--- src/include/mdll_jm_regmap.svh ---
`ifndef MDLL_JM_REGMAP_SVH
`define MDLL_JM_REGMAP_SVH
`default_nettype none

// wishbone word addresses
`define JM_ADR_CTRL      0
`define JM_ADR_STAT      1
// cdf window, one word per phase code
`define JM_ADR_CDF_BASE  32

// control register bits
`define JM_CTRL_START    0
`define JM_CTRL_POL      1

// status register bits, read only
`define JM_STAT_BUSY     0
`define JM_STAT_DONE     1
`define JM_STAT_CODE_LSB 8
`define JM_STAT_CODE_MSB 12

`default_nettype wire
`endif

--- src/verilog/mdll_pkg.sv ---
`default_nettype none

package mdll_pkg;

	// --------------------------------------------------
	// jitter counter
	// --------------------------------------------------
	// window length is 2^N_JIT_CNT monitor clocks
	localparam int N_JIT_CNT = 10;

	// --------------------------------------------------
	// phase interpolator
	// --------------------------------------------------
	localparam int N_PI_CODE = 5;
	// one cdf sample per code
	localparam int N_PI_STEPS = 1 << N_PI_CODE;

	// --------------------------------------------------
	// wishbone
	// --------------------------------------------------
	localparam int N_WB_DAT = 32;
	// word address, covers regs and the cdf window
	localparam int N_WB_ADR = 6;

endpackage

`default_nettype wire
--- src/verilog/mdll_jm_cdf_ram.sv ---
`timescale 1ns/1ns
`default_nettype none

module mdll_jm_cdf_ram (
	input  wire                              clk_monp,
	input  wire                              cdf_we,
	input  wire  [mdll_pkg::N_PI_CODE-1:0] cdf_waddr,
	input  wire  [mdll_pkg::N_JIT_CNT-1:0] cdf_wdata,
	input  wire  [mdll_pkg::N_PI_CODE-1:0] cdf_raddr,
	output logic [mdll_pkg::N_JIT_CNT-1:0] cdf_rdata
);
	import mdll_pkg::*;

	// one cdf sample per phase code
	logic [N_JIT_CNT-1:0] mem [N_PI_STEPS];

	// write port
	always_ff @(posedge clk_monp) begin
		if (cdf_we) begin
			mem[cdf_waddr] <= cdf_wdata;
		end
	end

	// registered read, one cycle latency
	// same address write shows next cycle
	always_ff @(posedge clk_monp) begin
		cdf_rdata <= mem[cdf_raddr];
	end

endmodule

`default_nettype wire

--- src/verilog/mdll_jm_sweep.sv ---
`timescale 1ns/1ns
`default_nettype none

module mdll_jm_sweep (
	input  wire                              clk_monp,
	input  wire                              en_monitor,
	input  wire                              sweep_start,
	input  wire                              jm_cdf_valid,
	input  wire  [mdll_pkg::N_JIT_CNT-1:0] jm_cdf_out,
	output logic [mdll_pkg::N_PI_CODE-1:0] jm_pi_code,
	output logic                             sweep_busy,
	output logic                             sweep_done,
	output logic                             cdf_we,
	output logic [mdll_pkg::N_PI_CODE-1:0] cdf_waddr,
	output logic [mdll_pkg::N_JIT_CNT-1:0] cdf_wdata
);
	import mdll_pkg::*;

	// idle, partial first window, collecting
	typedef enum logic [1:0] {
		ST_IDLE,
		ST_DISCARD,
		ST_COLLECT
	} sweep_state_t;

	sweep_state_t state;
	// highest phase code reached
	logic         last_code;

	assign last_code  = (jm_pi_code == N_PI_CODE'(N_PI_STEPS - 1));
	assign sweep_busy = (state != ST_IDLE);

	// --------------------------------------------------
	// cdf write port
	// --------------------------------------------------
	// sample goes to the code it was taken at
	assign cdf_we    = (state == ST_COLLECT) && jm_cdf_valid;
	assign cdf_waddr = jm_pi_code;
	assign cdf_wdata = jm_cdf_out;

	// --------------------------------------------------
	// sequencer
	// --------------------------------------------------
	always_ff @(posedge clk_monp or negedge en_monitor) begin
		if (!en_monitor) begin
			state      <= ST_IDLE;
			jm_pi_code <= '0;
			sweep_done <= 1'b0;
		end else begin
			case (state)
				ST_IDLE: begin
					// start only taken while idle
					if (sweep_start) begin
						state      <= ST_DISCARD;
						jm_pi_code <= '0;
						sweep_done <= 1'b0;
					end
				end
				ST_DISCARD: begin
					// window was already running at start
					if (jm_cdf_valid) begin
						state <= ST_COLLECT;
					end
				end
				ST_COLLECT: begin
					if (jm_cdf_valid) begin
						if (last_code) begin
							// all codes written
							state      <= ST_IDLE;
							jm_pi_code <= '0;
							sweep_done <= 1'b1;
						end else begin
							jm_pi_code <= jm_pi_code + N_PI_CODE'(1);
						end
					end
				end
				default: begin
					state <= ST_IDLE;
				end
			endcase
		end
	end

endmodule

`default_nettype wire

--- src/verilog/mdll_jm_top.sv ---
`timescale 1ns/1ns
`default_nettype none

module mdll_jm_top (
	input  wire                              clk_monp,
	input  wire                              en_monitor,
	input  wire                              jm_bb_out_mon,
	output wire  [mdll_pkg::N_PI_CODE-1:0] jm_pi_code,
	input  wire                              wb_cyc,
	input  wire                              wb_stb,
	input  wire                              wb_we,
	input  wire  [mdll_pkg::N_WB_ADR-1:0]  wb_adr,
	input  wire  [mdll_pkg::N_WB_DAT-1:0]  wb_dat_w,
	output wire  [mdll_pkg::N_WB_DAT-1:0]  wb_dat_r,
	output wire                              wb_ack
);
	import mdll_pkg::*;

	// measurement to sweep
	wire [N_JIT_CNT-1:0] jm_cdf_out;
	wire                 jm_cdf_valid;
	// register controls
	wire                 jm_bb_out_pol;
	wire                 sweep_start;
	wire                 sweep_busy;
	wire                 sweep_done;
	// cdf memory ports
	wire                 cdf_we;
	wire [N_PI_CODE-1:0] cdf_waddr;
	wire [N_JIT_CNT-1:0] cdf_wdata;
	wire [N_PI_CODE-1:0] cdf_raddr;
	wire [N_JIT_CNT-1:0] cdf_rdata;

	// --------------------------------------------------
	// datapath
	// --------------------------------------------------
	// hit counting per window
	mdll_jmeas u_jmeas (
		.clk_monp      (clk_monp),
		.en_monitor    (en_monitor),
		.jm_bb_out_pol (jm_bb_out_pol),
		.jm_bb_out_mon (jm_bb_out_mon),
		.jm_cdf_out    (jm_cdf_out),
		.jm_cdf_valid  (jm_cdf_valid)
	);

	// phase code stepping
	mdll_jm_sweep u_sweep (
		.clk_monp     (clk_monp),
		.en_monitor   (en_monitor),
		.sweep_start  (sweep_start),
		.jm_cdf_valid (jm_cdf_valid),
		.jm_cdf_out   (jm_cdf_out),
		.jm_pi_code   (jm_pi_code),
		.sweep_busy   (sweep_busy),
		.sweep_done   (sweep_done),
		.cdf_we       (cdf_we),
		.cdf_waddr    (cdf_waddr),
		.cdf_wdata    (cdf_wdata)
	);

	mdll_jm_cdf_ram u_cdf_ram (
		.clk_monp  (clk_monp),
		.cdf_we    (cdf_we),
		.cdf_waddr (cdf_waddr),
		.cdf_wdata (cdf_wdata),
		.cdf_raddr (cdf_raddr),
		.cdf_rdata (cdf_rdata)
	);

	// --------------------------------------------------
	// host access
	// --------------------------------------------------
	mdll_jm_wb_regs u_wb_regs (
		.clk_monp      (clk_monp),
		.en_monitor    (en_monitor),
		.wb_cyc        (wb_cyc),
		.wb_stb        (wb_stb),
		.wb_we         (wb_we),
		.wb_adr        (wb_adr),
		.wb_dat_w      (wb_dat_w),
		.wb_dat_r      (wb_dat_r),
		.wb_ack        (wb_ack),
		.jm_bb_out_pol (jm_bb_out_pol),
		.sweep_start   (sweep_start),
		.sweep_busy    (sweep_busy),
		.sweep_done    (sweep_done),
		.jm_pi_code    (jm_pi_code),
		.cdf_raddr     (cdf_raddr),
		.cdf_rdata     (cdf_rdata)
	);

endmodule

`default_nettype wire

--- src/verilog/mdll_jm_wb_regs.sv ---
`include "mdll_jm_regmap.svh"
`timescale 1ns/1ns
`default_nettype none

module mdll_jm_wb_regs (
	input  wire                              clk_monp,
	input  wire                              en_monitor,
	input  wire                              wb_cyc,
	input  wire                              wb_stb,
	input  wire                              wb_we,
	input  wire  [mdll_pkg::N_WB_ADR-1:0]  wb_adr,
	input  wire  [mdll_pkg::N_WB_DAT-1:0]  wb_dat_w,
	output logic [mdll_pkg::N_WB_DAT-1:0]  wb_dat_r,
	output logic                             wb_ack,
	output logic                             jm_bb_out_pol,
	output logic                             sweep_start,
	input  wire                              sweep_busy,
	input  wire                              sweep_done,
	input  wire  [mdll_pkg::N_PI_CODE-1:0] jm_pi_code,
	output logic [mdll_pkg::N_PI_CODE-1:0] cdf_raddr,
	input  wire  [mdll_pkg::N_JIT_CNT-1:0] cdf_rdata
);
	import mdll_pkg::*;

	// new request, not yet acked
	logic                req;
	logic                sel_cdf;
	logic                sel_ctrl;
	logic                sel_stat;
	logic                wr_ctrl;
	// read source captured at the request
	logic                rd_sel_cdf;
	logic [N_WB_DAT-1:0] rd_word;
	logic [N_WB_DAT-1:0] ctrl_word;
	logic [N_WB_DAT-1:0] stat_word;

	// --------------------------------------------------
	// address decode
	// --------------------------------------------------
	assign req      = wb_cyc && wb_stb && !wb_ack;
	assign sel_cdf  = (wb_adr >= N_WB_ADR'(`JM_ADR_CDF_BASE));
	assign sel_ctrl = (wb_adr == N_WB_ADR'(`JM_ADR_CTRL));
	assign sel_stat = (wb_adr == N_WB_ADR'(`JM_ADR_STAT));
	assign wr_ctrl  = req && wb_we && sel_ctrl;

	// low address bits pick the code
	// ram data lands together with the ack
	assign cdf_raddr = wb_adr[N_PI_CODE-1:0];

	// --------------------------------------------------
	// register views
	// --------------------------------------------------
	// start bit reads back as zero
	always_comb begin
		ctrl_word = '0;
		ctrl_word[`JM_CTRL_POL] = jm_bb_out_pol;
	end

	always_comb begin
		stat_word = '0;
		stat_word[`JM_STAT_BUSY] = sweep_busy;
		stat_word[`JM_STAT_DONE] = sweep_done;
		stat_word[`JM_STAT_CODE_MSB:`JM_STAT_CODE_LSB] = jm_pi_code;
	end

	// --------------------------------------------------
	// control and handshake
	// --------------------------------------------------
	always_ff @(posedge clk_monp or negedge en_monitor) begin
		if (!en_monitor) begin
			wb_ack        <= 1'b0;
			jm_bb_out_pol <= 1'b0;
			sweep_start   <= 1'b0;
		end else begin
			// classic cycle, one ack per request
			wb_ack      <= req;
			// single cycle pulse per ctrl write
			sweep_start <= wr_ctrl && wb_dat_w[`JM_CTRL_START];
			if (wr_ctrl) begin
				jm_bb_out_pol <= wb_dat_w[`JM_CTRL_POL];
			end
		end
	end

	// read data for ctrl and stat
	always_ff @(posedge clk_monp) begin
		if (req) begin
			rd_sel_cdf <= sel_cdf;
			if (sel_stat) begin
				rd_word <= stat_word;
			end else if (sel_ctrl) begin
				rd_word <= ctrl_word;
			end else begin
				rd_word <= '0;
			end
		end
	end

	// cdf words zero extended
	assign wb_dat_r = rd_sel_cdf ? N_WB_DAT'(cdf_rdata) : rd_word;

endmodule

`default_nettype wire

--- src/verilog/mdll_jmeas.sv ---
`timescale 1ns/1ns
`default_nettype none

module mdll_jmeas (
	input  wire                              clk_monp,
	input  wire                              en_monitor,
	input  wire                              jm_bb_out_pol,
	input  wire                              jm_bb_out_mon,
	output logic [mdll_pkg::N_JIT_CNT-1:0] jm_cdf_out,
	output logic                             jm_cdf_valid
);
	import mdll_pkg::*;

	// polarity corrected detector bit
	logic                 hit;
	// last cycle of the window
	logic                 sample;
	logic [N_JIT_CNT-1:0] pulse_cntr;
	logic [N_JIT_CNT-1:0] hit_cntr;

	// pol 1 keeps the bit, pol 0 inverts it
	assign hit    = jm_bb_out_pol ? jm_bb_out_mon : ~jm_bb_out_mon;
	assign sample = &pulse_cntr;

	// --------------------------------------------------
	// window timing
	// --------------------------------------------------
	// free running, wraps every 2^N_JIT_CNT clocks
	always_ff @(posedge clk_monp or negedge en_monitor) begin
		if (!en_monitor) begin
			pulse_cntr <= '0;
		end else begin
			pulse_cntr <= pulse_cntr + N_JIT_CNT'(1);
		end
	end

	// --------------------------------------------------
	// hit counting
	// --------------------------------------------------
	// restarts at the window edge, holds at all ones
	always_ff @(posedge clk_monp or negedge en_monitor) begin
		if (!en_monitor) begin
			hit_cntr <= '0;
		end else if (sample) begin
			hit_cntr <= '0;
		end else if (hit && !(&hit_cntr)) begin
			hit_cntr <= hit_cntr + N_JIT_CNT'(1);
		end
	end

	// sample out plus one cycle strobe
	always_ff @(posedge clk_monp or negedge en_monitor) begin
		if (!en_monitor) begin
			jm_cdf_out   <= '0;
			jm_cdf_valid <= 1'b0;
		end else begin
			jm_cdf_valid <= sample;
			// count of the window just closed
			if (sample) begin
				jm_cdf_out <= hit_cntr;
			end
		end
	end

endmodule

`default_nettype wire

--- config.mk ---
export PLATFORM = sky130hd
export DESIGN_NAME = mdll_jm_top
export DESIGN_NICKNAME = d
export VERILOG_FILES = /design/src/verilog/mdll_pkg.sv /design/src/verilog/mdll_jm_cdf_ram.sv /design/src/verilog/mdll_jm_sweep.sv /design/src/verilog/mdll_jm_top.sv /design/src/verilog/mdll_jm_wb_regs.sv /design/src/verilog/mdll_jmeas.sv
export VERILOG_INCLUDE_DIRS = /design/src /design/src/include
export SDC_FILE = /design/constraint.sdc
export NUM_CORES = 1
export LEC_CHECK = 0
export BUFFER_PORTS_ARGS = -buffer_cell sky130_fd_sc_hd__buf_4
export CAP_MARGIN = 15
export CORE_ASPECT_RATIO = 1.25
export CORE_MARGIN = 2
export CORE_UTILIZATION = 39
export DETAILED_ROUTE_END_ITERATION = 7
export SETUP_SLACK_MARGIN = 0.15
export SYNTH_ARGS = -nofsm -noshare
export SYNTH_HDL_FRONTEND = slang
export SYNTH_SLANG_ARGS = --single-unit
--- constraint.sdc ---
create_clock -name clk_monp -period 2 [get_ports clk_monp]
set_input_delay 0.1 -clock clk_monp [delete_from_list [all_inputs] [get_ports clk_monp]]
set_output_delay 0.1 -clock clk_monp [all_outputs]
set_load 0.05 [all_outputs]
# After elaboration in Yosys (flattened, before gate mapping)
# Memory sizes are Yosys's and may differ from the RTL's. A register that Yosys moved wholly into a read port is not among the register bits.
# Cells that the tools add are included.
[classes]
n_addsub = 3
order_cmp = 1
eq_ne = 8
muxes = 21
bitwise = 1
n_reduce_logical = 19
[ops]
columns = ["operator", "n"]
rows = [
  ["$mux W32", 1],
  ["$add A10 B1 Y10 const B", 2],
  ["$mux W10", 2],
  ["$reduce_and A10 Y1", 2],
  ["$mux W5", 3],
  ["$mux W13", 1],
  ["$mux W2", 5],
  ["$pmux W5 S2", 1],
  ["$reduce_and A4 Y1", 2],
  ["$logic_and A1 B1 Y1", 7],
  ["$eq A6 B1 Y1 const B", 1],
  ["$ge A6 B6 Y1 const B", 1],
  ["$logic_not A6 Y1", 1],
  ["$mux W1", 6],
  ["$pmux W2 S3", 1],
  ["$reduce_bool A2 Y1", 3],
  ["$add A5 B1 Y5 const B", 1],
  ["$eq A5 B5 Y1 const B", 1],
  ["$ne A2 B1 Y1 const B", 2],
  ["$ne A2 B2 Y1 const B", 2],
  ["$reduce_and A3 Y1", 1],
  ["$eq A2 B1 Y1 const B", 1],
  ["$eq A2 B2 Y1 const B", 1],
  ["$logic_not A1 Y1", 2],
  ["other kinds (3)", 3],
]
[word_totals]
register_bits = 75
mem_bits_rw = 320
inputBits = 44
memories = 1
[mem_list]
columns = ["memory", "words", "width", "read_ports", "rd_clocked_by_memory_dff", "write_ports", "line_no", "source"]
rows = [
  ["u_cdf_ram.mem", 32, 10, 1, 1, 1, "mdll_jm_cdf_ram.sv:15", "logic [N_JIT_CNT-1:0] mem [N_PI_STEPS];"],
]

# Longest topological paths before layout
# Gate-level depths: netlist of the first run.
[depth]
depth_word = 5
depth_mapped = 8
mapped_depth_nobuf = 6

# Hierarchy
# A second synthesis of the first run with hierarchy kept.
[unflattened]
cells_unflattened = 989
area_unflattened_um2 = 15661.3
[by_module_without_submodules]
columns = ["module", "instances", "cells_each", "area_each_um2", "seq_area_each_um2"]
rows = [
  ["mdll_jm_cdf_ram", 1, 733, 12993.7, 9809.4],
  ["mdll_jmeas", 1, 130, 1382.6, 775.7],
  ["mdll_jm_wb_regs", 1, 67, 738.2, 315.3],
  ["mdll_jm_sweep", 1, 59, 546.8, 200.2],
]

# Least setup slack after synthesis of the first run
# No wires, ideal clock.
[synth_timing]
path_type = "flip-flop to flip-flop"
start = "register u_sweep.jm_pi_code (netlist bit u_sweep.cdf_waddr[4])"
end = "memory u_cdf_ram.mem[16][0], enable pin"
setup_ps = 376
arrival_ps = 1859
required_time_ps = 1624
slack_ps = -235
path_stages_with_launch = 4
period_less_slack_ps = 2235
cell_sequence = "dfrtp_1 -> clkbuf_2 -> or3b_2 -> nor2_1"
[synth_lines]
columns = ["item", "line_no", "source"]
rows = [
  ["start: declaration", "mdll_jm_sweep.sv:10", "output logic [mdll_pkg::N_PI_CODE-1:0] jm_pi_code,"],
  ["start signal: assignment", "mdll_jm_sweep.sv:73", "jm_pi_code <= jm_pi_code + N_PI_CODE'(1);"],
  ["end: declaration", "mdll_jm_cdf_ram.sv:15", ""],
]
# Straight into the memory's write port.

# Final worst setup path of the first run
[layout_timing]
start = "register u_sweep.jm_pi_code (netlist bit u_sweep.cdf_waddr[0])"
end = "register u_sweep.jm_pi_code (netlist bit u_sweep.cdf_waddr[3])"
[layout_between]
elab_chain_cells = 4
word_cells_on_any_way = 5
[layout_rtl]
columns = ["item", "line_no", "source"]
rows = [
  ["$add A5 B1 Y5 / $eq A5 B5 Y1 (equally long branches)", "mdll_jm_sweep.sv:73, mdll_jm_sweep.sv:30", ""],
  ["$mux W5 *", "mdll_jm_sweep.sv:67", "if (last_code) begin"],
  ["$mux W5 *", "mdll_jm_sweep.sv:66", "if (jm_cdf_valid) begin"],
  ["$pmux W5 S2 *", "mdll_jm_sweep.sv:50", "case (state)"],
]
# Mark *: on every way between the ends. The rest lies on a longest branch, timed or not. The select of a mux whose other input is x is not followed.
# A chain may end at the register's enable or synchronous reset.

==> results.sh, run 1 <==
export IMPL_status="finished, final reports clean"
export IMPL_clk_path_buf_depth=3
export IMPL_rrSetupSlack_ps=200
export IMPL_cp_end_kind="flip-flop"
export IMPL_worstReg2RegEnd="u_sweep.cdf_waddr[3]"
export IMPL_fmax_mhz=556
export IMPL_ys_seq_elements=380
export IMPL_grt_usage=0.164
export IMPL_critical_path_class="reg2reg"
export IMPL_cts_tree="yes"
export IMPL_clock_latency_ps=540
export IMPL_post_dp_cell_area_um2=16500
export IMPL_cts_htree_levels=2
export IMPL_multi_input_area_um2=3810
export IMPL_synth_area_um2=15100
export IMPL_ff2ff_path_depth=5
export IMPL_final_period_utilization=0.899
export IMPL_final_nets=1092
export IMPL_fin_skew_ps=21.0
export IMPL_die_height_um=224
export IMPL_ff_latch_area_um2=11100
export IMPL_worstPathArrival_ps=2220
export IMPL_ys_flop_type="edfxtp_1"
export IMPL_tns_ps=0
export IMPL_antenna_found_initial=0
export IMPL_wl_per_cell_um=21.0
export IMPL_setup_viol=0
export IMPL_crit_chain="ha_2 > and3_1 > ha_1 > or3_1 > o31ai_1"
export IMPL_clk_pin_slew_ps=60
export IMPL_die_w_um=180
export IMPL_postLayoutCellArea_um2=17900
export IMPL_cts_buffers=37
export IMPL_final_antenna_net_count=0
export IMPL_crit_path_start="u_sweep.cdf_waddr[0]"
export IMPL_dp_hpwl_mm=21.2
export IMPL_cts_root_buf="clkbuf_16"
export IMPL_crit_family="simple AND/OR/NAND/NOR gates"
export IMPL_drv_slew=0
export IMPL_seq_area_frac_synth=0.733
export IMPL_place_inst=1483
export IMPL_syn_to_final_growth_pct=18.2
export IMPL_p_leak_nw=5.72
export IMPL_rsz0062_at_grt="true"
export IMPL_overflow=0
export IMPL_grt_pass1_wl_mm=49.7
export IMPL_io_buffers=32
export IMPL_gp_congestion=0.777
export IMPL_met2_length_mm=17.4
export IMPL_holdWs_ps=24.2
export IMPL_tightest_slew_ps=1030
export IMPL_clock_sinks=380
export IMPL_core_um2=38200
export IMPL_drtIter0Drc=490
export IMPL_ys_warn_count=0
export IMPL_drt_total_wl_mm=32.8
export IMPL_worst_path_buf_inv=0
export IMPL_power_density_nw_per_um2=926
export IMPL_peakVddDrop_v=0.000455
export IMPL_crit_slowest_cell="dfrtp_2"
export IMPL_async_reset_ff_frac=0.111
export IMPL_worst_path_max_fanout=6
export IMPL_crit_path_start_kind="flip-flop"
export IMPL_drive_above_1_share=0.215
export IMPL_critical_path_endpoint="u_sweep.cdf_waddr[3]"
export IMPL_slew_headroom=0.316
export IMPL_avgSynthCellArea_um2=16.2
export IMPL_fillers=3282
export IMPL_max_stage_delay_ps=450
export IMPL_route_met3_wl_mm=1.20
export IMPL_layout_cells_non_filler=1562
export IMPL_syn_inst=934
export IMPL_dr_pass1_iters=5
export IMPL_ioPinCount=82
export IMPL_fp_row_count=80
export IMPL_dieArea_um2=40400
export IMPL_grt_max_degree=43
export IMPL_fin_util=0.468
export IMPL_synth_edf_count=328
export IMPL_viasPerCell=5.18
export IMPL_r2r_start="u_sweep.cdf_waddr[0]"
export IMPL_period_minus_slack_ps=1800
export IMPL_synth_cell_types=45
export IMPL_hp_class="in2reg"
export IMPL_diodes=0
export IMPL_hold_viol=0
export IMPL_drc_errors=0
export IMPL_maxCapViolCount=0
export IMPL_met1_length_mm=13.5
export IMPL_highest_layer="met4"
export IMPL_critical_path_cell_count=5
export IMPL_cp_required_ps=2430
export IMPL_start_util=0.396
export IMPL_first_global_vias=8184
export IMPL_num_vias=8084
==> cells in the final DEF (no fill, tap or decap), types with 10 or more instances in the layout <==
cell       synthesis  final
edfxtp_1         328    328
mux2i_1          130    130
buf_4             19     92
nand2_1           65     62
a22oi_1           48     48
clkbuf_16          0     39
nand3_1           37     37
dfrtp_1           42     37
a21oi_1           25     25
nor2_2             1     22
mux4_2            20     20
nand4_1           19     19
conb_1             1     19
nor2_1            40     18
buf_12             0     15
o21ai_0           11     11
and2_1            10     10
dfxtp_1           10     10
==> worst min path at each step <==
stage               slack, ps                      end           from  cells past startpoint
global route               40  u_wb_regs.jm_bb_out_pol          wb_we                      3
detailed placement        120     u_sweep.cdf_waddr[2]     en_monitor                      1
global placement          120     u_sweep.cdf_waddr[2]     en_monitor                      1
CTS                        10      u_jmeas.hit_cntr[2]  jm_bb_out_mon                      4
finish                     20      u_jmeas.hit_cntr[2]  jm_bb_out_mon                      4
floorplan                -200      u_jmeas.hit_cntr[0]     en_monitor                      0
==> repair_timing <==
item,CTS,global route
setup endpoints to repair,4,83
gates resized for setup,0,4
hold buffers,7,0
hold endpoints to repair,47,0
setup buffers,2,2
==> through the flow <==
| step | power, mW | setup slack (ps) |
|---|---|---|
| after detailed placement | 9.56 | 98.5 |
| after global routing | 17.1 | 77.5 |
| after global placement | 9.55 | 87.6 |
| final | 16.6 | 201 |
| after floorplan | 9.35 | 47.7 |
| after CTS | 16.7 | 170 |
==> cells in the mapped netlist, drive strengths merged (6+ instances only) <==
library cell / instances / area [µm²]
xnor2: 7 / 61.3
nor2b: 7 / 43.8
dfrtp: 42 / 1050
dfxtp: 10 / 200
a22oi: 48 / 360
o21ai: 11 / 55.1
ha: 7 / 87.6
nand4: 19 / 119
nor2: 41 / 156
clkbuf: 27 / 103
mux2: 7 / 78.8
or3: 7 / 43.8
nand3: 37 / 185
mux4: 20 / 450
mux2i: 130 / 1300
buf: 38 / 246
nand2: 65 / 244
inv: 6 / 22.5
and3: 6 / 37.5
a21oi: 25 / 125
edfxtp: 328 / 9850
and2: 10 / 62.6
==> cells by family (layout without fill, tap and decap cells) <==
kind of cell | Yosys count | in the layout | synth area share
xor gates and xnor gates | 10 | 10 | 0.00578
and+or+nand+nor | 213 | 213 | 0.0690
muxes | 157 | 157 | 0.121
buffers and inverters | 72 | 190 | 0.0248
DFF | 380 | 380 | 0.733
other | 1 | 19 | 0.000248
AOI/OAI and AO/OA | 94 | 94 | 0.0407
adders and majority gates | 7 | 7 | 0.00578
==> where the power goes <==
part	leakage (nW)	internal, mW	switching, mW
clock network	0.616	4.27	2.90
registers	2.92	8.57	0.0821
logic	2.18	0.262	0.485
total	5.72	13.1	3.47
==> final cells by class <==
type                       instances  area share
sequential                       380       0.620
clock buffer                      48      0.0592
tap                              492      0.0344
multi-input combinational        500       0.213
timing repair buffer             115      0.0600
clock inverter                    20      0.0116
inverter                           7     0.00147
==> worst min-delay path, stage by stage <==
cell,delay (ps)
buf_4,80
xnor2_1,110
a21oi_1,170
nor2_1,50
==> per-layer routing <==
metal / track usage / up-vias
li1: - / 3775
met1: 0.203 / 4134
met2: 0.295 / 129
met3: 0.0236 / 46
met4: 0.0512 / 0
met5: 0 / -
==> sequential cells by signal, summed over array words and instances, names as in the netlist, 2 cells and up <==
register	cells
u_sweep.state	2
u_cdf_ram.mem	320
u_jmeas.hit_cntr	10
u_cdf_ram.cdf_rdata	10
u_jmeas.pulse_cntr	10
u_wb_regs.rd_word	7
u_jmeas.jm_cdf_out	10
u_sweep.cdf_waddr	5
(Power assumes the default switching activity.)
==> run 2, diff against run 1 <==
Settings changed: ABC_AREA set to 1, MAX_ROUTING_LAYER set to met4.
==> run 2 against run 1 <==
Net effect:
- worst hold slack improved by 46 ps
- cell area grew 3.6%
- power down 0.90%
- clock power decreased by 6.3%
==> results.sh, run 2 <==
export IMPL_status="finished, final reports clean"
export IMPL_dr_pass1_iters=5
export IMPL_rsz0062_at_grt="false"
export IMPL_period_minus_slack_ps=1750
export IMPL_p_leak_nw=7.64
export IMPL_tightest_slew_ps=546
export IMPL_grt_max_degree=75
export IMPL_final_nets=1656
export IMPL_wl_per_cell_um=18.2
export IMPL_tns_ps=0
export IMPL_worst_path_buf_inv=3
export IMPL_post_synth_top_count_cell="nand2_1"
export IMPL_ys_warn_count=0
export IMPL_synth_cell_types=33
export IMPL_crit_path_start_kind="input pin"
export IMPL_core_um2=40900
export IMPL_final_antenna_net_count=0
export IMPL_fp_row_count=83
export IMPL_worstPathArrival_ps=2200
export IMPL_power_internal_mw=12.7
export IMPL_grt_usage=0.196
export IMPL_crit_chain="dlygate4sd3_1 > buf_4 > nor2_2 > nand4_1 > nor2_1 > nand2_1 > dlygate4sd3_1 > o21ai_0"
export IMPL_cts_root_buf="clkbuf_16"
export IMPL_fillers=3788
export IMPL_yosys_area_top_type_share=0.610
export IMPL_crit_family="buffers and inverters"
export IMPL_die_w_um=186
export IMPL_crit_slowest_cell="dlygate4sd3_1"
export IMPL_mostFrequentLayoutCells="474 x nand2_1, 328 x edfxtp_1, 190 x nand3_1"
export IMPL_route_met3_wl_mm=2.28
export IMPL_netSwitchingPower_mw=3.69
export IMPL_setup_viol=0
export IMPL_clock_latency_ps=540
export IMPL_clk_pin_slew_ps=60
export IMPL_peakVddDrop_v=0.000476
export IMPL_avgSynthCellArea_um2=10.7
export IMPL_async_reset_ff_frac=0.111
export IMPL_cts_buffers=38
export IMPL_cts_htree_levels=2
export IMPL_ys_top_cells_by_area="edfxtp_1 61%, nand2_1 11%, dfrtp_1 6.5%, nand3_1 5.9%, inv_1 4.3%"
export IMPL_rrSetupSlack_ps=290
export IMPL_final_common_cell="nand2_1"
export IMPL_antenna_found_initial=0
export IMPL_clock_sinks=380
export IMPL_dieArea_um2=43000
export IMPL_hold_viol=0
export IMPL_highest_layer="met4"
export IMPL_met1_length_mm=16.3
export IMPL_postLayoutCellArea_um2=18600
export IMPL_synth_common_cells="474 x nand2_1, 328 x edfxtp_1, 190 x nand3_1"
export IMPL_grt_pass1_wl_mm=61.0
export IMPL_max_stage_delay_ps=570
export IMPL_multi_input_area_um2=3890
export IMPL_critical_path_class="in2reg"
export IMPL_synth_top_area_cell="edfxtp_1"
export IMPL_met2_length_mm=20.2
export IMPL_final_period_utilization=0.874
export IMPL_total_power_mw=16.4
export IMPL_slew_headroom=0.636
export IMPL_cts_tree="yes"
export IMPL_io_buffers=32
export IMPL_post_dp_cell_area_um2=17300
export IMPL_cp_end_kind="flip-flop"
export IMPL_num_vias=10600
export IMPL_synth_area_um2=16100
export IMPL_syn_to_final_growth_pct=15.0
export IMPL_p_clk_frac=0.409
export IMPL_hp_class="in2reg"
export IMPL_ioPinCount=82
export IMPL_synth_edf_count=328
export IMPL_syn_inst=1515
export IMPL_diodes=0
export IMPL_power_frac_comb=0.065
export IMPL_top_register="u_cdf_ram.mem"
export IMPL_cp_required_ps=2450
export IMPL_largest_reg_flops=320
export IMPL_drive_above_1_share=0.102
export IMPL_drt_total_wl_mm=39.7
export IMPL_first_global_vias=10300
export IMPL_ys_seq_elements=380
export IMPL_swShare=0.225
export IMPL_dp_hpwl_mm=24.4
export IMPL_fin_skew_ps=18.8
export IMPL_viasPerCell=4.85
export IMPL_overflow=0
export IMPL_drv_slew=0
export IMPL_drc_errors=0
export IMPL_path_common_cell="dlygate4sd3_1"
export IMPL_gp_congestion=0.822
export IMPL_power_density_nw_per_um2=885
export IMPL_ff_latch_area_um2=11100
export IMPL_seq_area_frac_synth=0.688
export IMPL_die_height_um=231
export IMPL_fmax_mhz=572
export IMPL_clk_path_buf_depth=3
export IMPL_ys_flop_type="edfxtp_1"
export IMPL_worst_path_max_fanout=13
export IMPL_maxCapViolCount=0
export IMPL_pwr_share_seq=0.526
export IMPL_drtIter0Drc=1013
export IMPL_start_util=0.394
-- run 2: changes by cell type after synthesis, sizes merged, moves of 20 or more --
cell / previous run / this run
nor2: 41 / 89
mux4: 20 / 0
a22oi: 48 / 0
mux2i: 130 / 0
buf: 38 / 72
inv: 6 / 189
nand2: 65 / 475
nand3: 37 / 190
-- run 2: final cells by class --
class	instances	area share
clock buffers	58	0.0603
flip-flops and latches	380	0.598
clock inverters	8	0.00202
well taps	552	0.0372
multi-input cells	882	0.210
repair buffers	114	0.0541
inverters	189	0.0385
-- run 2: routing by layer --
layer,vias up,track usage
li1,5115,-
met1,5100,0.246
met2,322,0.329
met3,60,0.0264
met4,0,0.0588
met5,-,-
-- run 2: power by group through the flow --
stage | logic, mW | registers (mW) | clock network [mW]
6_report | 1.07 | 8.64 | 6.72
5_1_grt | 1.19 | 8.65 | 7.10
3_5_place_dp | 1.06 | 8.80 | 0
2_1_floorplan | 0.769 | 8.79 | 0
4_1_cts | 1.08 | 8.64 | 6.83
3_3_place_gp | 1.05 | 8.80 | 0
-- run 2: final timing paths --
| kind | from | endpoint | cells past startpoint |
|---|---|---|---|
| max in group asynchronous | en_monitor | u_jmeas.hit_cntr[0] | 2 |
| min in group asynchronous | en_monitor | u_wb_regs.wb_ack | 2 |
| min | wb_adr[3] | u_cdf_ram.cdf_rdata[4] | 5 |
| max reg2reg | u_sweep.cdf_waddr[2] | u_cdf_ram.mem[27][1] | 4 |
| min reg2reg | u_jmeas.pulse_cntr[0] | u_jmeas.pulse_cntr[0] | 1 |
| max | wb_adr[4] | u_wb_regs.jm_bb_out_pol | 8 |
-- run 2: worst min-delay path, delay by kind of cell --
| family | cells | cell delay, ps |
|---|---|---|
| buffers and inverters | 1 | 180 |
| AND/OR/NAND/NOR | 4 | 270 |
-- run 2: cells by family (layout without fill, tap and decap cells) --
| logic type | Yosys count | after routing | synth area share |
|---|---|---|---|
| and+or+nand+nor | 774 | 774 | 0.200 |
| DFF | 380 | 380 | 0.688 |
| buffers and inverters | 271 | 369 | 0.0757 |
| AOI/OAI and AO/OA | 63 | 63 | 0.0200 |
| xor gates and xnor gates | 15 | 15 | 0.00814 |
| adders and majority gates | 7 | 7 | 0.00543 |
| muxes | 4 | 4 | 0.00279 |
| other | 1 | 19 | 0.000232 |
-- run 2: timing repair --
item,in CTS,in global routing
hold endpoints to repair,56,0
buffers inserted,3,0
hold buffers,9,0
gates resized for setup,0,0
setup endpoints to repair,6,0
-- run 2: metrics by stage --
stage / instances / hold slack (ps) / util / setup slack (ps)
after floorplan: 1533 / -196 / - / 63.3
after global placement: 2105 / 113 / 0.422 / 256
after detailed placement: 2105 / 116 / 0.422 / 247
after CTS: 2183 / 45.6 / 0.453 / 231
after global routing: 2183 / 90.8 / 0.453 / 181
final: 2183 / 70.7 / 0.453 / 252
